<file path="src/logic/ncpu_mem_pkg.sv">
// Bus widths, address type, bus request struct and arbiter state enum
`default_nettype none

package ncpu_mem_pkg;

   // Bus geometry
   localparam int BUS_P_DW_BYTES = 3;                 // log2 of bus width in bytes
   localparam int BUS_BYTES      = (1 << BUS_P_DW_BYTES); // 8 byte lanes
   localparam int MEM_AW         = 12;                // Byte address, 4 KiB space
   localparam int MEM_DEPTH      = 512;               // 64-bit words in the bank

   // Widths that carry a meaning
   typedef logic [BUS_BYTES*8-1:0] bus_data_t;        // One bus word
   typedef logic [BUS_BYTES-1:0]   bus_strb_t;        // One strobe per byte lane
   typedef logic [MEM_AW-1:0]      mem_addr_t;        // Byte address

   // Request as seen by the SRAM bank
   typedef struct packed
   {
      logic      we;                                  // Write when set, else read
      mem_addr_t addr;                                // Byte address of the access
      bus_data_t wdata;                               // Payload replicated on all windows
      bus_strb_t wstrb;                               // Lanes to commit on a write
   } bus_req_t;

   // Round-robin memory, port served last
   typedef enum logic
   {
      LAST_P0 = 1'b0,
      LAST_P1 = 1'b1
   } arb_last_t;

endpackage

`default_nettype wire

</file>
<file path="src/logic/bus_arbiter.sv">
// Round-robin arbiter for two ports and the mux of the winning request onto the SRAM bus
`timescale 1ns/10ps
`default_nettype none

module bus_arbiter
(
   input  wire logic                     clk,
   input  wire logic                     i_rst_n,       // Sync, active low
   input  wire logic [1:0]               i_pend,        // Pending level per port
   input  wire ncpu_mem_pkg::bus_req_t   i_req_p0,
   input  wire ncpu_mem_pkg::bus_req_t   i_req_p1,
   output logic [1:0]                    o_gnt,         // One-hot grant, combinational
   output logic                          o_mem_en,      // SRAM access this cycle
   output ncpu_mem_pkg::bus_req_t        o_mem_req      // Request of the winner
);
   import ncpu_mem_pkg::*;

   arb_last_t last_q;                                   // Port served last
   logic [1:0] gnt;

   // Grant rule
   always_comb
   begin
      gnt = 2'b00;
      if (i_pend[0] && i_pend[1])
      begin
         // Contention, the port not served last wins
         if (last_q == LAST_P1)
            gnt = 2'b01;
         else
            gnt = 2'b10;
      end
      else
      begin
         gnt = i_pend;                                  // Single requester or none
      end
   end

   // Round-robin state follows every grant
   always_ff @(posedge clk)
   begin
      if (!i_rst_n)
      begin
         last_q <= LAST_P1;                             // Port 0 wins first contention
      end
      else
      begin
         if (gnt[0])
            last_q <= LAST_P0;
         else if (gnt[1])
            last_q <= LAST_P1;
      end
   end

   // Winner onto the SRAM bus, default p0 when idle
   always_comb
   begin
      if (gnt[1])
         o_mem_req = i_req_p1;
      else
         o_mem_req = i_req_p0;
   end

   // Granted port drops pending at the edge, so this lasts one cycle
   assign o_mem_en = |gnt;
   assign o_gnt    = gnt;

endmodule

`default_nettype wire

</file>
<file path="config.mk">
export PLATFORM = sky130hd
export DESIGN_NAME = bus_arbiter
export DESIGN_NICKNAME = d
export VERILOG_FILES = /design/src/logic/ncpu_mem_pkg.sv /design/src/logic/bus_arbiter.sv
export SDC_FILE = /design/constraint.sdc
export NUM_CORES = 1
export LEC_CHECK = 0
export BUFFER_PORTS_ARGS = -buffer_cell sky130_fd_sc_hd__buf_2
export CAP_MARGIN = 20
export CORE_AREA = 2 2 102 104
export DETAILED_ROUTE_END_ITERATION = 7
export DIE_AREA = 0 0 104 106
export PLACE_DENSITY = 0.56
export SYNTH_ARGS = -nofsm -noshare
export SYNTH_HDL_FRONTEND = slang
export SYNTH_SLANG_ARGS = --single-unit
</file>
<file path="constraint.sdc">
create_clock -name clk -period 3.6 [get_ports clk]
set_clock_uncertainty 0.1 [all_clocks]
set_input_delay 0.9 -clock clk [delete_from_list [all_inputs] [get_ports clk]]
set_output_delay 0.9 -clock clk [all_outputs]
set_load 0.02 [all_outputs]
</file>
==> impl_metrics.csv, run 1 <==
group,metric,value,unit
global_routing,grt_overflow,0,
floorplan,fp.dieH,106,µm
route,drc_errors,0,
final_layout,fill_cells,1126,
route,vias,1843,
setup_path,cp_max_fo,86,
sta,hold_viol_final,0,
sta,fmax,315,MHz
setup_path,rr_worst_depth,2,
pwr,cellLeakagePower,0.00140,µW
placed_design,port-buffer-count,261,
min_path,holdPathStages,2,
synthesis,syn_nets,276,
final_layout,final_net_count,531,
final_layout,largest_reg_flops,1,
sta,fin_crit_sh,0.883,
clock_tree,clkSlewWorstSetupHoldPaths,0,ns
floorplan,io_pins,262,
synthesis,synth.avg_cell_area,10.9,µm²
final_layout,layout.area.seq,20.0,µm²
run,cap_viol_max_count,0,
synthesis,synthCells,102,
clock_tree,cts_setup_buffers,0,
synthesis,synth-warning-count,0,
route,routedWlPerCell,11.9,µm
sta,period_minus_slack,3.18,ns
sta,finalMaxSlewViolations,0,
sta,fin_setup_tns,0,ns
sta,slew_headroom,0.712,
route,drt_first_iter_violations,62,
final_layout,multi_input_area,1000,µm²
pwr,power_density,166,nW/µm²
min_path,hp-start,"last_q$_SDFFE_PN1P_",
floorplan,start_util,0.111,
floorplan,fp.dieArea,11000,µm²
placed_design,dp_cells,491,
final_layout,reg_top3,"last_q x1",
final_layout,final_cells,491,
global_routing,grt_max_degree,87,
floorplan,die_w,104,µm
setup_path,crit_start,"i_pend[0]",
floorplan,core_area,10000,µm²
setup_path,crit_arrival,2.18,ns
final_layout,top_register,"last_q",
sta,grt_setup_unrepaired,"no",
pwr,ir_drop,0.0546,mV
setup_path,cp.required,2.60,ns
final_layout,antenna_cells,0,
placed_design,dpl.hpwl,5200,µm
route,drtAntennaViolNets,0,
synthesis,ys_types,12,
synthesis,syn_area,1110,µm²
final_layout,syn_to_final_growth,126,%
sta,tightest_slew,0.432,ns
clock_tree,cts_hold_buf,0,
global_routing,first_global_vias,1712,
setup_path,worst_setup_path_start_kind,"input pin",
setup_path,criticalPathCategory,"input pin to output port",
route,drt_first_pass_iters,4,
global_routing,grt.total_usage,0.0905,
sta,setup_viol,0,
synthesis,ys_ff_latch,1,
route,drt_wl_total,5830,µm
placed_design,gp_congestion,0.758,
outcome,outcome,"finished clean",
global_routing,antenna_found_initial,0,
global_routing,grt_pass1_wl,8450,µm
setup_path,crit_path_end_kind,"output port",
min_path,min_path_type,"flop to flop",
floorplan,fp-row-count,37,
final_layout,layout-drive-gt1-share,0.873,
setup_path,rrSetupSlack,2.77,ns
setup_path,rr_startpoint,"last_q$_SDFFE_PN1P_",
clock_tree,clk_latency,0,ns
clock_tree,cts_resized,0,
route,via_per_inst,3.75,
synthesis,yosysSeqAreaShare,0.0180,
final timing paths:
check,end
worst max-delay path,o_mem_req[84]
worst min register to register,last_q$_SDFFE_PN1P_
worst min-delay path,last_q$_SDFFE_PN1P_
worst max register to register,last_q$_SDFFE_PN1P_
cell usage in the layout, fill, tap and decap left out:
cell,count
or2_2,1
buf_2,261
a21boi_0,1
and2_1,1
mux2_2,46
a21boi_4,1
nor2_1,1
inv_1,1
dfxtp_1,1
o21ai_0,1
buf_12,1
mux2_1,39
layout make-up:
type / instances / share of cell area
repair buffers: 262 / 0.525
inverters: 1 / 0.00149
multi-input cells: 91 / 0.398
well taps: 136 / 0.0674
flip-flops and latches: 1 / 0.00793
synthesized netlist by cell type, drive strengths merged:
cell	number	area, µm²
mux2	85	957
buf	9	86.3
a21boi	2	26.3
and2	1	6.26
dfxtp	1	20.0
inv	1	3.75
nor2	1	3.75
o21ai	1	5.00
or2	1	6.26
routing by layer:
| layer | vias to the layer above | share of wire | GRT usage |
|---|---|---|---|
| met2 | 126 | 0.49 | 0.167 |
| met1 | 824 | 0.41 | 0.114 |
| met3 | 0 | 0.11 | 0.0202 |
| li1 | 893 | - | - |
| met5 | - | 0 | 0 |
| met4 | 0 | 0 | 0 |
power by group:
part	internal [µW]	switching (µW)
Sequential	12.2	1.05
Combinational	193	214
Clock	0	0
Total	205	215
worst max-delay path, stage by stage:
cell and delay (ns):
buf_2 0.13, a21boi_4 0.17, buf_12 0.37, mux2_2 0.40, buf_2 0.16
logic make-up (layout without fill, tap and decap cells):
group	after synthesis	in the layout	synth area share
AOI/OAI and AO/OA	3	3	0.0281
buffers and inverters	10	263	0.0808
muxes	85	85	0.859
and+or+nand+nor	3	3	0.0146
DFF	1	1	0.0180
through the flow:
stage	setup slack [ns]	total power [µW]	util	hold WS [ns]	area (µm²)
floorplan	0.758	250	-	0.434	1110
global placement	0.424	418	0.253	0.473	2520
detailed placement	0.401	423	0.253	0.482	2520
CTS	0.401	425	0.253	0.483	2520
global route	0.348	447	0.253	0.510	2520
finish	0.422	420	0.253	0.476	2520
(Power assumes the default switching activity.)
==> run 2: changes to the inputs <==
--- a/config.mk
+++ b/config.mk
@@ -7,10 +7,12 @@
 export LEC_CHECK = 0
 export BUFFER_PORTS_ARGS = -buffer_cell sky130_fd_sc_hd__buf_2
 export CAP_MARGIN = 20
-export CORE_AREA = 2 2 102 104
+export CELL_PAD_IN_SITES_DETAIL_PLACEMENT = 0
+export CELL_PAD_IN_SITES_GLOBAL_PLACEMENT = 2
+export CORE_MARGIN = 1.5
+export CORE_UTILIZATION = 10
 export DETAILED_ROUTE_END_ITERATION = 7
-export DIE_AREA = 0 0 104 106
-export PLACE_DENSITY = 0.56
+export PLACE_DENSITY = 0.95
 export SYNTH_ARGS = -nofsm -noshare
 export SYNTH_HDL_FRONTEND = slang
 export SYNTH_SLANG_ARGS = --single-unit
==> impl_metrics.csv, run 2 (synthesis results as in run 1) <==
group,metric,value,unit
final_layout,mostFrequentLayoutCell,"buf_2",
setup_path,crit_path_end_kind,"output port",
placed_design,gp_congestion,0.748,
floorplan,fp.dieH,109,µm
final_layout,fill_cells,1181,
clock_tree,cts_hold_buf,0,
final_layout,largest_reg_flops,1,
final_layout,antenna_cells,0,
route,via_per_inst,3.72,
outcome,outcome,"finished clean",
global_routing,grt_pass1_wl,6910,µm
route,drt_first_pass_iters,4,
pwr,power.total,417,µW
floorplan,start_util,0.103,
sta,tightest_slew,0.246,ns
clock_tree,cts_setup_buffers,0,
final_layout,utilization,0.235,
global_routing,grt_overflow,0,
setup_path,cp_max_fo,44,
setup_path,cp.required,2.60,ns
pwr,power_frac_comb,0.968,
final_layout,layout.area.seq,20.0,µm²
pwr,power.share.clock,0,
setup_path,crit_arrival,2.08,ns
min_path,min_path_type,"flop to flop",
floorplan,fp.dieArea,11800,µm²
global_routing,antenna_found_initial,0,
route,routedWlPerCell,11.0,µm
pwr,ir_drop,0.121,mV
final_layout,layout-drive-gt1-share,0.874,
clock_tree,cts_resized,0,
setup_path,worst_setup_path_start_kind,"input pin",
global_routing,grt.total_usage,0.0711,
setup_path,criticalPathCategory,"input pin to output port",
sta,hold_slack,0.457,ns
global_routing,first_global_vias,1637,
floorplan,io_pins,262,
sta,finalWorstSetupSlack,0.516,ns
route,vias,1843,
final_layout,layout_common_cells,"buf_2, mux2_2, mux2_1",
route,drt_wl_total,5450,µm
clock_tree,clkSlewWorstSetupHoldPaths,0,ns
final_layout,reg_top3,"last_q x1",
pwr,p_int,208,µW
sta,grt_setup_unrepaired,"no",
sta,period_minus_slack,3.08,ns
floorplan,core_area,10800,µm²
sta,setup_viol,0,
sta,slew_headroom,0.836,
pwr,power_density,163,nW/µm²
clock_tree,clk_latency,0,ns
placed_design,post-place-ws,0.507,ns
route,drc_errors,0,
run,cap_viol_max_count,0,
pwr,p_switching,209,µW
pwr,seq_power_share,0.032,
route,drtAntennaViolNets,0,
pwr,cellLeakagePower,0.00141,µW
global_routing,grt_max_degree,45,
placed_design,dpl.hpwl,4920,µm
sta,fin_setup_tns,0,ns
final_layout,multi_input_area,1000,µm²
floorplan,fp-row-count,38,
floorplan,die_w,109,µm
sta,fin_crit_sh,0.857,
sta,finalMaxSlewViolations,0,
final_layout,final_net_count,532,
sta,hold_viol_final,0,
pwr,switching_share,0.501,
sta,fmax,324,MHz
final_layout,top_register,"last_q",
placed_design,port-buffer-count,261,
route,drt_first_iter_violations,14,
final_layout,syn_to_final_growth,129,%
## run 2: changes by cell type in the layout (fill, tap and decap cells not counted), sizes merged
cell  before  now
buf      262  263
## run 2: critical path, stage by stage
cell	delay (ns)
buf_2	0.13
a21boi_4	0.22
buf_12	0.26
mux2_2	0.38
buf_2	0.16
## run 2: worst paths after layout
kind / to / from / cells past startpoint / slack [ns]
setup / recovery: o_mem_req[42] / i_pend[0] / 5 / 0.52
hold / removal: last_q$_SDFFE_PN1P_ / last_q$_SDFFE_PN1P_ / 2 / 0.46
setup reg to reg: last_q$_SDFFE_PN1P_ / last_q$_SDFFE_PN1P_ / 2 / 2.78
hold reg to reg: last_q$_SDFFE_PN1P_ / last_q$_SDFFE_PN1P_ / 2 / 0.46
## run 2: power by group through the flow
stage / Sequential [µW] / Clock (µW) / Combinational, µW
final: 13.3 / 0 / 404
after global routing: 13.4 / 0 / 433
after CTS: 13.3 / 0 / 409
after detailed placement: 13.3 / 0 / 407
after global placement: 13.2 / 0 / 403
after floorplan: 13.1 / 0 / 237
## run 2: layout make-up
cell class,count,area share
multi-input combinational,91,0.394
inverter,1,0.00147
tap,140,0.0687
sequential,1,0.00785
timing repair buffer,263,0.528
## run 2: per-stage QoR
step                std cells  instance area (µm²)
finish                    496                 2550
detailed placement        496                 2550
global route              496                 2550
CTS                       496                 2550
global placement          496                 2550
floorplan                 102                 1110
## run 2: layer usage
layer,part of all wire,global-route usage
met1,0.36,0.0765
met2,0.53,0.150
met3,0.11,0.00964
met4,0,0.00188
met5,0,0
