### src/logic/ncpu_mem_pkg.sv
// Bus widths, address type, bus request struct and arbiter state enum
`default_nettype none

package ncpu_mem_pkg;

   // Bus geometry
   localparam int BUS_P_DW_BYTES = 3;                 // log2 of bus width in bytes
   localparam int BUS_BYTES      = (1 << BUS_P_DW_BYTES); // 8 byte lanes
   localparam int MEM_AW         = 12;                // Byte address, 4 KiB space
   localparam int MEM_DEPTH      = 512;               // 64-bit words in the bank

   // Widths that carry a meaning
   typedef logic [BUS_BYTES*8-1:0] bus_data_t;        // One bus word
   typedef logic [BUS_BYTES-1:0]   bus_strb_t;        // One strobe per byte lane
   typedef logic [MEM_AW-1:0]      mem_addr_t;        // Byte address

   // Request as seen by the SRAM bank
   typedef struct packed
   {
      logic      we;                                  // Write when set, else read
      mem_addr_t addr;                                // Byte address of the access
      bus_data_t wdata;                               // Payload replicated on all windows
      bus_strb_t wstrb;                               // Lanes to commit on a write
   } bus_req_t;

   // Round-robin memory, port served last
   typedef enum logic
   {
      LAST_P0 = 1'b0,
      LAST_P1 = 1'b1
   } arb_last_t;

endpackage

`default_nettype wire

### src/logic/align_w.sv
// Write aligner that maps a narrow payload onto the byte lanes of the wide bus
`timescale 1ns/10ps
`default_nettype none

module align_w
#(
   parameter int PAYLOAD_P_DW_BYTES = 2                 // log2 of payload size in bytes
)
(
   input  wire logic [(1<<PAYLOAD_P_DW_BYTES)*8-1:0] i_din,   // Narrow payload
   input  wire logic                                 i_we,    // Write access
   input  wire ncpu_mem_pkg::mem_addr_t              i_addr,  // Byte address
   output ncpu_mem_pkg::bus_strb_t                   o_wstrb, // Lanes to write
   output ncpu_mem_pkg::bus_data_t                   o_wdata  // Replicated payload
);
   import ncpu_mem_pkg::*;

   // Window geometry for a payload no wider than the bus
   localparam int PAYLOAD_BYTES = (1 << PAYLOAD_P_DW_BYTES);
   localparam int WIN_NUM       = BUS_BYTES / PAYLOAD_BYTES;          // Windows per word
   localparam int WIN_P_NUM     = BUS_P_DW_BYTES - PAYLOAD_P_DW_BYTES; // Select bits
   localparam int WIN_DW        = PAYLOAD_BYTES * 8;                  // Window width

   logic [WIN_P_NUM-1:0] win_sel;                       // Window picked by the address

   // Bits above the payload offset up to the bus offset
   assign win_sel = i_addr[PAYLOAD_P_DW_BYTES +: WIN_P_NUM];

   always_comb
   begin
      for (int k = 0; k < WIN_NUM; k++)
      begin
         // Same payload in every window while the strobes decide what lands
         o_wdata[k*WIN_DW +: WIN_DW] = i_din;

         // Only the addressed window and only on a write
         o_wstrb[k*PAYLOAD_BYTES +: PAYLOAD_BYTES] =
            {PAYLOAD_BYTES{i_we && (win_sel == WIN_P_NUM'(k))}};
      end
   end

endmodule

`default_nettype wire

### src/logic/align_r.sv
// Read aligner, payload-sized window of the bus read data picked by address
`timescale 1ns/10ps
`default_nettype none

module align_r
#(
   parameter int PAYLOAD_P_DW_BYTES = 2                 // log2 of payload size in bytes
)
(
   input  wire ncpu_mem_pkg::bus_data_t              i_bus_rdata, // Word from the SRAM
   input  wire ncpu_mem_pkg::mem_addr_t              i_addr,      // Byte address
   output logic [(1<<PAYLOAD_P_DW_BYTES)*8-1:0]      o_dout       // Narrow read data
);
   import ncpu_mem_pkg::*;

   // Mirrors the write side geometry
   localparam int PAYLOAD_BYTES = (1 << PAYLOAD_P_DW_BYTES);
   localparam int WIN_NUM       = BUS_BYTES / PAYLOAD_BYTES;
   localparam int WIN_P_NUM     = BUS_P_DW_BYTES - PAYLOAD_P_DW_BYTES;
   localparam int WIN_DW        = PAYLOAD_BYTES * 8;

   logic [WIN_P_NUM-1:0] win_sel;                       // Window index from the address
   logic [WIN_DW-1:0]    win [WIN_NUM];                 // Bus word split into windows

   assign win_sel = i_addr[PAYLOAD_P_DW_BYTES +: WIN_P_NUM]; // Same bits as align_w

   // Little-endian split, window 0 sits on the low lanes
   always_comb
   begin
      for (int k = 0; k < WIN_NUM; k++)
         win[k] = i_bus_rdata[k*WIN_DW +: WIN_DW];
   end

   assign o_dout = win[win_sel];                        // Mux out the addressed window

endmodule

`default_nettype wire

### src/logic/mem_port.sv
// Requester port, holds one request, aligns it onto the bus and returns done with read data
`timescale 1ns/10ps
`default_nettype none

module mem_port
#(
   parameter int PAYLOAD_P_DW_BYTES = 2                 // log2 of payload size in bytes
)
(
   input  wire logic                                 clk,
   input  wire logic                                 i_rst_n,     // Sync, active low
   // Requester side
   input  wire logic                                 i_req,       // One-cycle strobe
   input  wire logic                                 i_we,
   input  wire ncpu_mem_pkg::mem_addr_t              i_addr,
   input  wire logic [(1<<PAYLOAD_P_DW_BYTES)*8-1:0] i_wdata,
   output logic                                      o_busy,      // Request held
   output logic                                      o_done,      // One-cycle completion
   output logic [(1<<PAYLOAD_P_DW_BYTES)*8-1:0]      o_rdata,     // Valid with o_done
   // Arbiter side
   output logic                                      o_pend,      // Wants the bus
   output ncpu_mem_pkg::bus_req_t                    o_bus_req,   // Aligned request
   input  wire logic                                 i_gnt,       // Served this cycle
   input  wire ncpu_mem_pkg::bus_data_t              i_bus_rdata  // Shared SRAM output
);
   import ncpu_mem_pkg::*;

   localparam int PW = (1 << PAYLOAD_P_DW_BYTES) * 8;   // Payload width in bits

   logic          pend_q;                               // Request waiting for a grant
   logic          done_q;                               // Completion pulse
   logic          accept;
   // Held request fields
   logic          we_q;
   mem_addr_t     addr_q;
   logic [PW-1:0] wdata_q;
   // Aligned write side
   bus_data_t     al_wdata;
   bus_strb_t     al_wstrb;

   // Strobes while busy are dropped by design
   assign accept = i_req && !pend_q;

   // Control state
   always_ff @(posedge clk)
   begin
      if (!i_rst_n)
      begin
         pend_q <= 1'b0;
         done_q <= 1'b0;
      end
      else
      begin
         if (accept)
            pend_q <= 1'b1;
         else if (i_gnt)
            pend_q <= 1'b0;                             // SRAM acts on this edge
         done_q <= pend_q && i_gnt;                     // Pulse one cycle after the grant
      end
   end

   // Payload registers, loaded only on an accepted strobe
   always_ff @(posedge clk)
   begin
      if (accept)
      begin
         we_q    <= i_we;
         addr_q  <= i_addr;                             // Stays put through the done cycle
         wdata_q <= i_wdata;
      end
   end

   align_w #(
      .PAYLOAD_P_DW_BYTES (PAYLOAD_P_DW_BYTES)
   ) u_align_w (
      .i_din   (wdata_q),
      .i_we    (we_q),
      .i_addr  (addr_q),
      .o_wstrb (al_wstrb),
      .o_wdata (al_wdata)
   );

   // Request toward the arbiter
   always_comb
   begin
      o_bus_req.we    = we_q;
      o_bus_req.addr  = addr_q;
      o_bus_req.wdata = al_wdata;
      o_bus_req.wstrb = al_wstrb;                       // Zero on reads
   end

   // Registered SRAM word is current in the done cycle
   align_r #(
      .PAYLOAD_P_DW_BYTES (PAYLOAD_P_DW_BYTES)
   ) u_align_r (
      .i_bus_rdata (i_bus_rdata),
      .i_addr      (addr_q),
      .o_dout      (o_rdata)
   );

   assign o_busy = pend_q;
   assign o_pend = pend_q;
   assign o_done = done_q;

endmodule

`default_nettype wire

### config.mk
export PLATFORM = sky130hd
export DESIGN_NAME = mem_port
export DESIGN_NICKNAME = d
export VERILOG_FILES = /design/src/logic/ncpu_mem_pkg.sv /design/src/logic/align_w.sv /design/src/logic/align_r.sv /design/src/logic/mem_port.sv
export SDC_FILE = /design/constraint.sdc
export NUM_CORES = 1
export LEC_CHECK = 0
export ABC_AREA = 1
export BUFFER_PORTS_ARGS = -buffer_cell sky130_fd_sc_hd__buf_2
export CAP_MARGIN = 25
export CORE_AREA = 10 10 91 93
export CTS_BUF_LIST = sky130_fd_sc_hd__clkbuf_4
export DETAILED_ROUTE_END_ITERATION = 10
export DIE_AREA = 0 0 101 103
export GPL_TIMING_DRIVEN = 0
export HOLD_SLACK_MARGIN = 0.02
export PLACE_DENSITY = 0.76
export SETUP_SLACK_MARGIN = 0.15
export SLEW_MARGIN = 20
export SYNTH_ARGS = -nofsm -noshare
export SYNTH_HDL_FRONTEND = slang
export SYNTH_SLANG_ARGS = --single-unit
### constraint.sdc
create_clock -name clk -period 3 [get_ports clk]
set_input_delay 0.15 -clock clk [delete_from_list [all_inputs] [get_ports clk]]
set_output_delay 0.15 -clock clk [all_outputs]
set_load 0.01 [all_outputs]
==> results.sh, run 1 <==
export IMPL_status="finished, final reports clean"
export IMPL_fin_setup_tns_ns=0
export IMPL_grt_remaining_overflow=0
export IMPL_utilization_pct=62.02
export IMPL_crit_type="reg2out"
export IMPL_cts_tree="yes"
export IMPL_regArea_mm2=0.001391
export IMPL_final_nets=602
export IMPL_io_pins=233
export IMPL_die_w_um=101
export IMPL_synth_edf_count=45
export IMPL_yosysTopAreaCellShare_pct=59.93
export IMPL_fin_hold_ws_ns=0.05943
export IMPL_cts_sinks=47
export IMPL_wirelength_mm=9.288
export IMPL_yosysTopAreaCell="edfxtp_1"
export IMPL_ant_nets=0
export IMPL_num_vias=2400
export IMPL_slew_headroom_pct=64.48
export IMPL_path_clk_slew_ns=0.14
export IMPL_hold_violations=0
export IMPL_drc=0
export IMPL_synth_area_top_cells="edfxtp_1, buf_4, inv_1"
export IMPL_wl_per_cell_um=16.27
export IMPL_syn2layout_area_growth_pct=80.69
export IMPL_crit_fanout=10
export IMPL_worst_ep_arrival_time_ns=1.60
export IMPL_yosys_warnings=0
export IMPL_fin_worst_skew_ns=0.007921
export IMPL_clockRootBuffer="clkbuf_4"
export IMPL_syn_area_mm2=0.002255
export IMPL_hp_class="in2reg"
export IMPL_viasPerCell=4.203
export IMPL_fp_coreArea_mm2=0.006569
export IMPL_grt_pass1_wl_mm=13.23
export IMPL_port_buffers=232
export IMPL_multiInputGateArea_um2=351.6
export IMPL_start_util_pct=34.32
export IMPL_dp_final_hpwl_mm=7.151
export IMPL_power_leakage_nw=2.186
export IMPL_dieArea_mm2=0.01040
export IMPL_endpoint_kind="output pin"
export IMPL_fmax_mhz=572.1
export IMPL_grt_usage_pct=16.20
export IMPL_powerDensity_mw_per_mm2=367.6
export IMPL_cts_htree_levels=2
export IMPL_setup_viol=0
export IMPL_drtPass1Iterations=4
export IMPL_grt_pass1_vias=2599
export IMPL_worstMarginPinSlew_ns=0.5315
export IMPL_ir_worst_vdd_mv=0.3782
export IMPL_synth_seq_area_share_pct=61.71
export IMPL_start_kind="flip-flop"
export IMPL_synth_cells=202
export IMPL_syn_nets=315
export IMPL_synth_common_cells="edfxtp_1, buf_4, inv_1"
export IMPL_antenna_found_initial=1
export IMPL_drive_above_1_share_pct=60.20
export IMPL_cts_buffer_depth=2
export IMPL_max_stage_delay_ns=0.45
export IMPL_place_gp_congestion=0.8797
export IMPL_ys_types=12
export IMPL_finalCritPeriodShare_pct=58.26
export IMPL_die_y_um=103
export IMPL_avgSynthCellArea_um2=11.16
export IMPL_drt_iter0_drc=39
export IMPL_path_cells="buf_6 -> buf_8 -> nor2_1 -> buf_4 -> buf_2"
export IMPL_period_needed_ns=1.748
export IMPL_total_power_mw=1.498
export IMPL_postCtsSetupBuffers=0
export IMPL_ys_flop_type="edfxtp_1"
export IMPL_ys_seq_elements=47
export IMPL_crit_slowest_cell="edfxtp_1"
export IMPL_row_count=30
export IMPL_worstSkewPairLatency_ns=0.35
export IMPL_cts_made_buffers=5
export IMPL_yosysMostFrequentCell="edfxtp_1"
export IMPL_fill_cells=527
export IMPL_ys_async_sr_fraction_pct=0
export IMPL_cp_required_ns=2.85
export IMPL_grt_max_degree=29
export IMPL_max_cap_violations=0
export IMPL_drv_slew=0
export IMPL_rsz0062_at_grt="false"
## worst max-delay path: cells and delay by family, from the launching register on
kind | cells | cell delay [ns]
buf+inv | 4 | 0.60
flops | 1 | 0.45
simple gates | 1 | 0.21
## layout make-up
type / count / share of cell area [%]
Clock buffer: 5 / 0.9214
Sequential cell: 47 / 34.15
Tap cell: 80 / 2.457
Antenna cell: 1 / 0.06143
Inverter: 36 / 3.317
Timing Repair Buffer: 280 / 40.54
Multi-Input combinational cell: 72 / 8.630
Buffer: 47 / 9.429
Clock inverter: 3 / 0.4914
## stage by stage
stage	instances	setup WS, ns	cell area (µm²)
5_1_grt	571	1.128	4074
4_1_cts	570	1.197	4071
2_1_floorplan	202	0.2729	2255
3_5_place_dp	515	1.581	3543
3_3_place_gp	514	-0.3324	3516
6_report	571	1.252	4074
## flip-flops by register name (all words and copies together) (netlist names)
register,cells
o_done,1
wdata_q,32
addr_q,12
we_q,1
o_busy,1
## per-layer routing
metal	track usage (%)	vias up	part of all wire (%)
met2	29.34	150	51
met1	14.19	1053	31
met3	9.718	16	15
met4	6.645	0	2.4
met5	0	-	0
li1	-	1181	-
## final timing paths
| check | to | slack [ns] | from | cells after the start |
|---|---|---|---|---|
| worst max-delay path | o_bus_req[2] | 1.25 | addr_q[2] | 5 |
| worst min-delay path | o_busy | 0.06 | i_req | 3 |
| worst max register to register | wdata_q[24] | 1.57 | o_busy | 2 |
| worst min register to register | o_busy | 0.59 | o_busy | 2 |
## cells by family (layout without fill, tap and decap cells)
logic type / Yosys count / after routing / share of synthesized area (%)
buffers and inverters: 83 / 371 / 23.03
AO/OA/AOI/OAI: 32 / 32 / 8.602
AND/OR/NAND/NOR: 40 / 40 / 6.660
flip-flops: 47 / 47 / 61.71
other: 0 / 1 / 0
## repair_timing
action                                  CTS  global route
hold buffers                             47             0
resized for setup                         0             0
hold endpoints to repair                 47             0
endpoints found under the setup margin    0             0
## cell usage in the layout (no fill, tap or decap)
cell           count
buf_4             40
clkbuf_4           5
dlygate4sd3_1     47
o21ai_2            9
clkinv_1           1
diode_2            1
nor2_1             4
o21ai_0           23
buf_8              3
edfxtp_1          45
nor2_4             1
clkinv_4           1
inv_1             36
clkbuf_1           2
buf_2            232
dfxtp_1            2
nand2_1           35
buf_12             2
clkinvlp_4         1
buf_6              1
## power breakdown
group	switching (mW)	internal, mW
clock	0.198	0.0903
combinational	0.197	0.227
sequential	0.0194	0.766
Power figures use the tool's default switching activity.
==> run 2, diff against run 1 <==
--- a/config.mk
+++ b/config.mk
@@ -8,13 +8,13 @@
 export ABC_AREA = 1
 export BUFFER_PORTS_ARGS = -buffer_cell sky130_fd_sc_hd__buf_2
 export CAP_MARGIN = 25
-export CORE_AREA = 10 10 91 93
+export CORE_AREA = 10 10 94 96
 export CTS_BUF_LIST = sky130_fd_sc_hd__clkbuf_4
 export DETAILED_ROUTE_END_ITERATION = 10
-export DIE_AREA = 0 0 101 103
+export DIE_AREA = 0 0 104 106
 export GPL_TIMING_DRIVEN = 0
 export HOLD_SLACK_MARGIN = 0.02
-export PLACE_DENSITY = 0.76
+export PLACE_DENSITY = 0.74
 export SETUP_SLACK_MARGIN = 0.15
 export SLEW_MARGIN = 20
 export SYNTH_ARGS = -nofsm -noshare
==> constraint.sdc (replaced) <==
create_clock -name clk -period 1.55 [get_ports clk]
set_input_delay 0.0775 -clock clk [delete_from_list [all_inputs] [get_ports clk]]
set_output_delay 0.0775 -clock clk [all_outputs]
set_load 0.01 [all_outputs]
==> results.sh, run 2 (synthesis results as in run 1) <==
export IMPL_status="finished, final reports clean"
export IMPL_fill_cells=566
export IMPL_drc=0
export IMPL_start_util_pct=31.94
export IMPL_crit_slowest_cell="edfxtp_1"
export IMPL_grt_remaining_overflow=0
export IMPL_dieArea_mm2=0.01102
export IMPL_hold_violations=0
export IMPL_wirelength_mm=9.807
export IMPL_path_clk_slew_ns=0.15
export IMPL_io_pins=233
export IMPL_path_cells="buf_6 -> buf_8 -> nor2_4 -> buf_4 -> buf_6"
export IMPL_grt_max_degree=19
export IMPL_drtPass1Iterations=4
export IMPL_wl_per_cell_um=16.40
export IMPL_port_buffers=232
export IMPL_cts_buffer_depth=2
export IMPL_final_nets=611
export IMPL_clockRootBuffer="clkbuf_4"
export IMPL_dp_final_hpwl_mm=7.551
export IMPL_drive_above_1_share_pct=63.73
export IMPL_slew_headroom_pct=88.54
export IMPL_crit_fanout=5
export IMPL_place_gp_congestion=0.8104
export IMPL_worst_ep_arrival_time_ns=1.44
export IMPL_start_kind="flip-flop"
export IMPL_die_w_um=104
export IMPL_hp_class="in2reg"
export IMPL_regMostFlops="wdata_q"
export IMPL_reg2reg_slack_ns=0.27
export IMPL_rsz0062_at_grt="true"
export IMPL_insertedDiodeCount=0
export IMPL_antenna_found_initial=0
export IMPL_max_cap_violations=0
export IMPL_die_y_um=106
export IMPL_ir_worst_vdd_mv=0.8716
export IMPL_powerDensity_mw_per_mm2=764.9
export IMPL_crit_top_cell="buf_6"
export IMPL_fin_hold_ws_ns=0.4128
export IMPL_endpoint_kind="output pin"
export IMPL_finalCritPeriodShare_pct=97.95
export IMPL_final_cell_mix="buf_2, dlygate4sd3_1, edfxtp_1, buf_4, inv_1"
export IMPL_worstSkewPairLatency_ns=0.36
export IMPL_total_power_mw=3.371
export IMPL_max_stage_delay_ns=0.46
export IMPL_top_regs="wdata_q: 32 flops, addr_q: 12 flops"
export IMPL_utilization_pct=62.42
export IMPL_final_common_cell="buf_2"
export IMPL_syn2layout_area_growth_pct=95.45
export IMPL_largest_reg_flops=32
export IMPL_worstMarginPinSlew_ns=0.1719
export IMPL_num_vias=2453
export IMPL_viasPerCell=4.102
export IMPL_cts_sinks=47
export IMPL_drt_iter0_drc=71
export IMPL_cts_tree="yes"
export IMPL_power_leakage_nw=2.316
export IMPL_grt_usage_pct=17.06
export IMPL_grt_pass1_vias=2653
export IMPL_row_count=31
export IMPL_ant_nets=0
export IMPL_period_needed_ns=1.518
export IMPL_fmax_mhz=658.6
export IMPL_fin_worst_skew_ns=0.01676
export IMPL_setup_viol=0
export IMPL_grt_pass1_wl_mm=15.08
export IMPL_cp_required_ns=1.47
export IMPL_cts_made_buffers=5
export IMPL_drv_slew=0
export IMPL_crit_type="reg2out"
export IMPL_cts_htree_levels=2
export IMPL_fp_coreArea_mm2=0.007059
==> run 2: changes by cell type in the layout (fill, tap and decap cells not counted), moves of 3 or more <==
cell     delta
o21ai_0    -21
o21ai_2     +4
buf_16      +3
o21ai_1    +17
nand2_1     -6
buf_2       -9
nand2_2     +4
buf_6      +14
==> run 2: per-stage QoR <==
stage          area (µm²)  TNS [ns]  std cells  setup slack (ns)
3_5_place_dp         3603         0        535            0.1631
2_1_floorplan        2263         0        202            0.1235
5_1_grt              4407   -0.6413        598          -0.05143
6_report             4407         0        598           0.03173
4_1_cts              4384         0        598          0.007292
3_3_place_gp         3548    -5.558        533           -0.1246
==> run 2: worst paths after layout <==
path / from / to / cells past startpoint
setup / recovery: addr_q[2] / o_bus_req[3] / 5
hold / removal: i_wdata[11] / wdata_q[11] / 2
setup reg to reg: o_busy / o_busy / 4
hold reg to reg: o_busy / o_done / 2
==> run 2: report_power, final <==
| group | internal [mW] | switching [mW] |
|---|---|---|
| logic | 0.511 | 0.415 |
| registers | 1.48 | 0.0405 |
| clock network | 0.513 | 0.407 |
==> run 2: final cells by class <==
cell class	count	area, µm²	area share (%)
Clock buffer	5	37.54	0.8518
Sequential cell	47	1393	31.60
Tap cell	99	123.9	2.811
Multi-Input combinational cell	72	399.1	9.057
Clock inverter	3	71.32	1.618
Timing Repair Buffer	289	1832	41.57
Inverter	36	137.6	3.123
Buffer	47	412.9	9.370
==> run 2: metal layers <==
layer  vias to the layer above  GRT usage (%)  routed length (µm)
li1                       1194              -                   -
met3                        10          9.058                1357
met1                      1077          17.16                3363
met4                         0          4.374                 135
met5                         -              0                   0
met2                       172          30.43                4950
==> run 2: repair_timing <==
action	CTS	global route
hold endpoints to repair	47	0
resized for setup	55	8
pin swaps	8	0
hold buffers	49	0
setup buffers	4	0
gates cloned	2	0
setup endpoints to repair	58	40
==> run 2: worst max-delay path: cells and delay by family, from the launching register on <==
family | cells | cell delay (ns)
AND/OR/NAND/NOR | 1 | 0.11
buffers and inverters | 4 | 0.52
flip-flops | 1 | 0.46
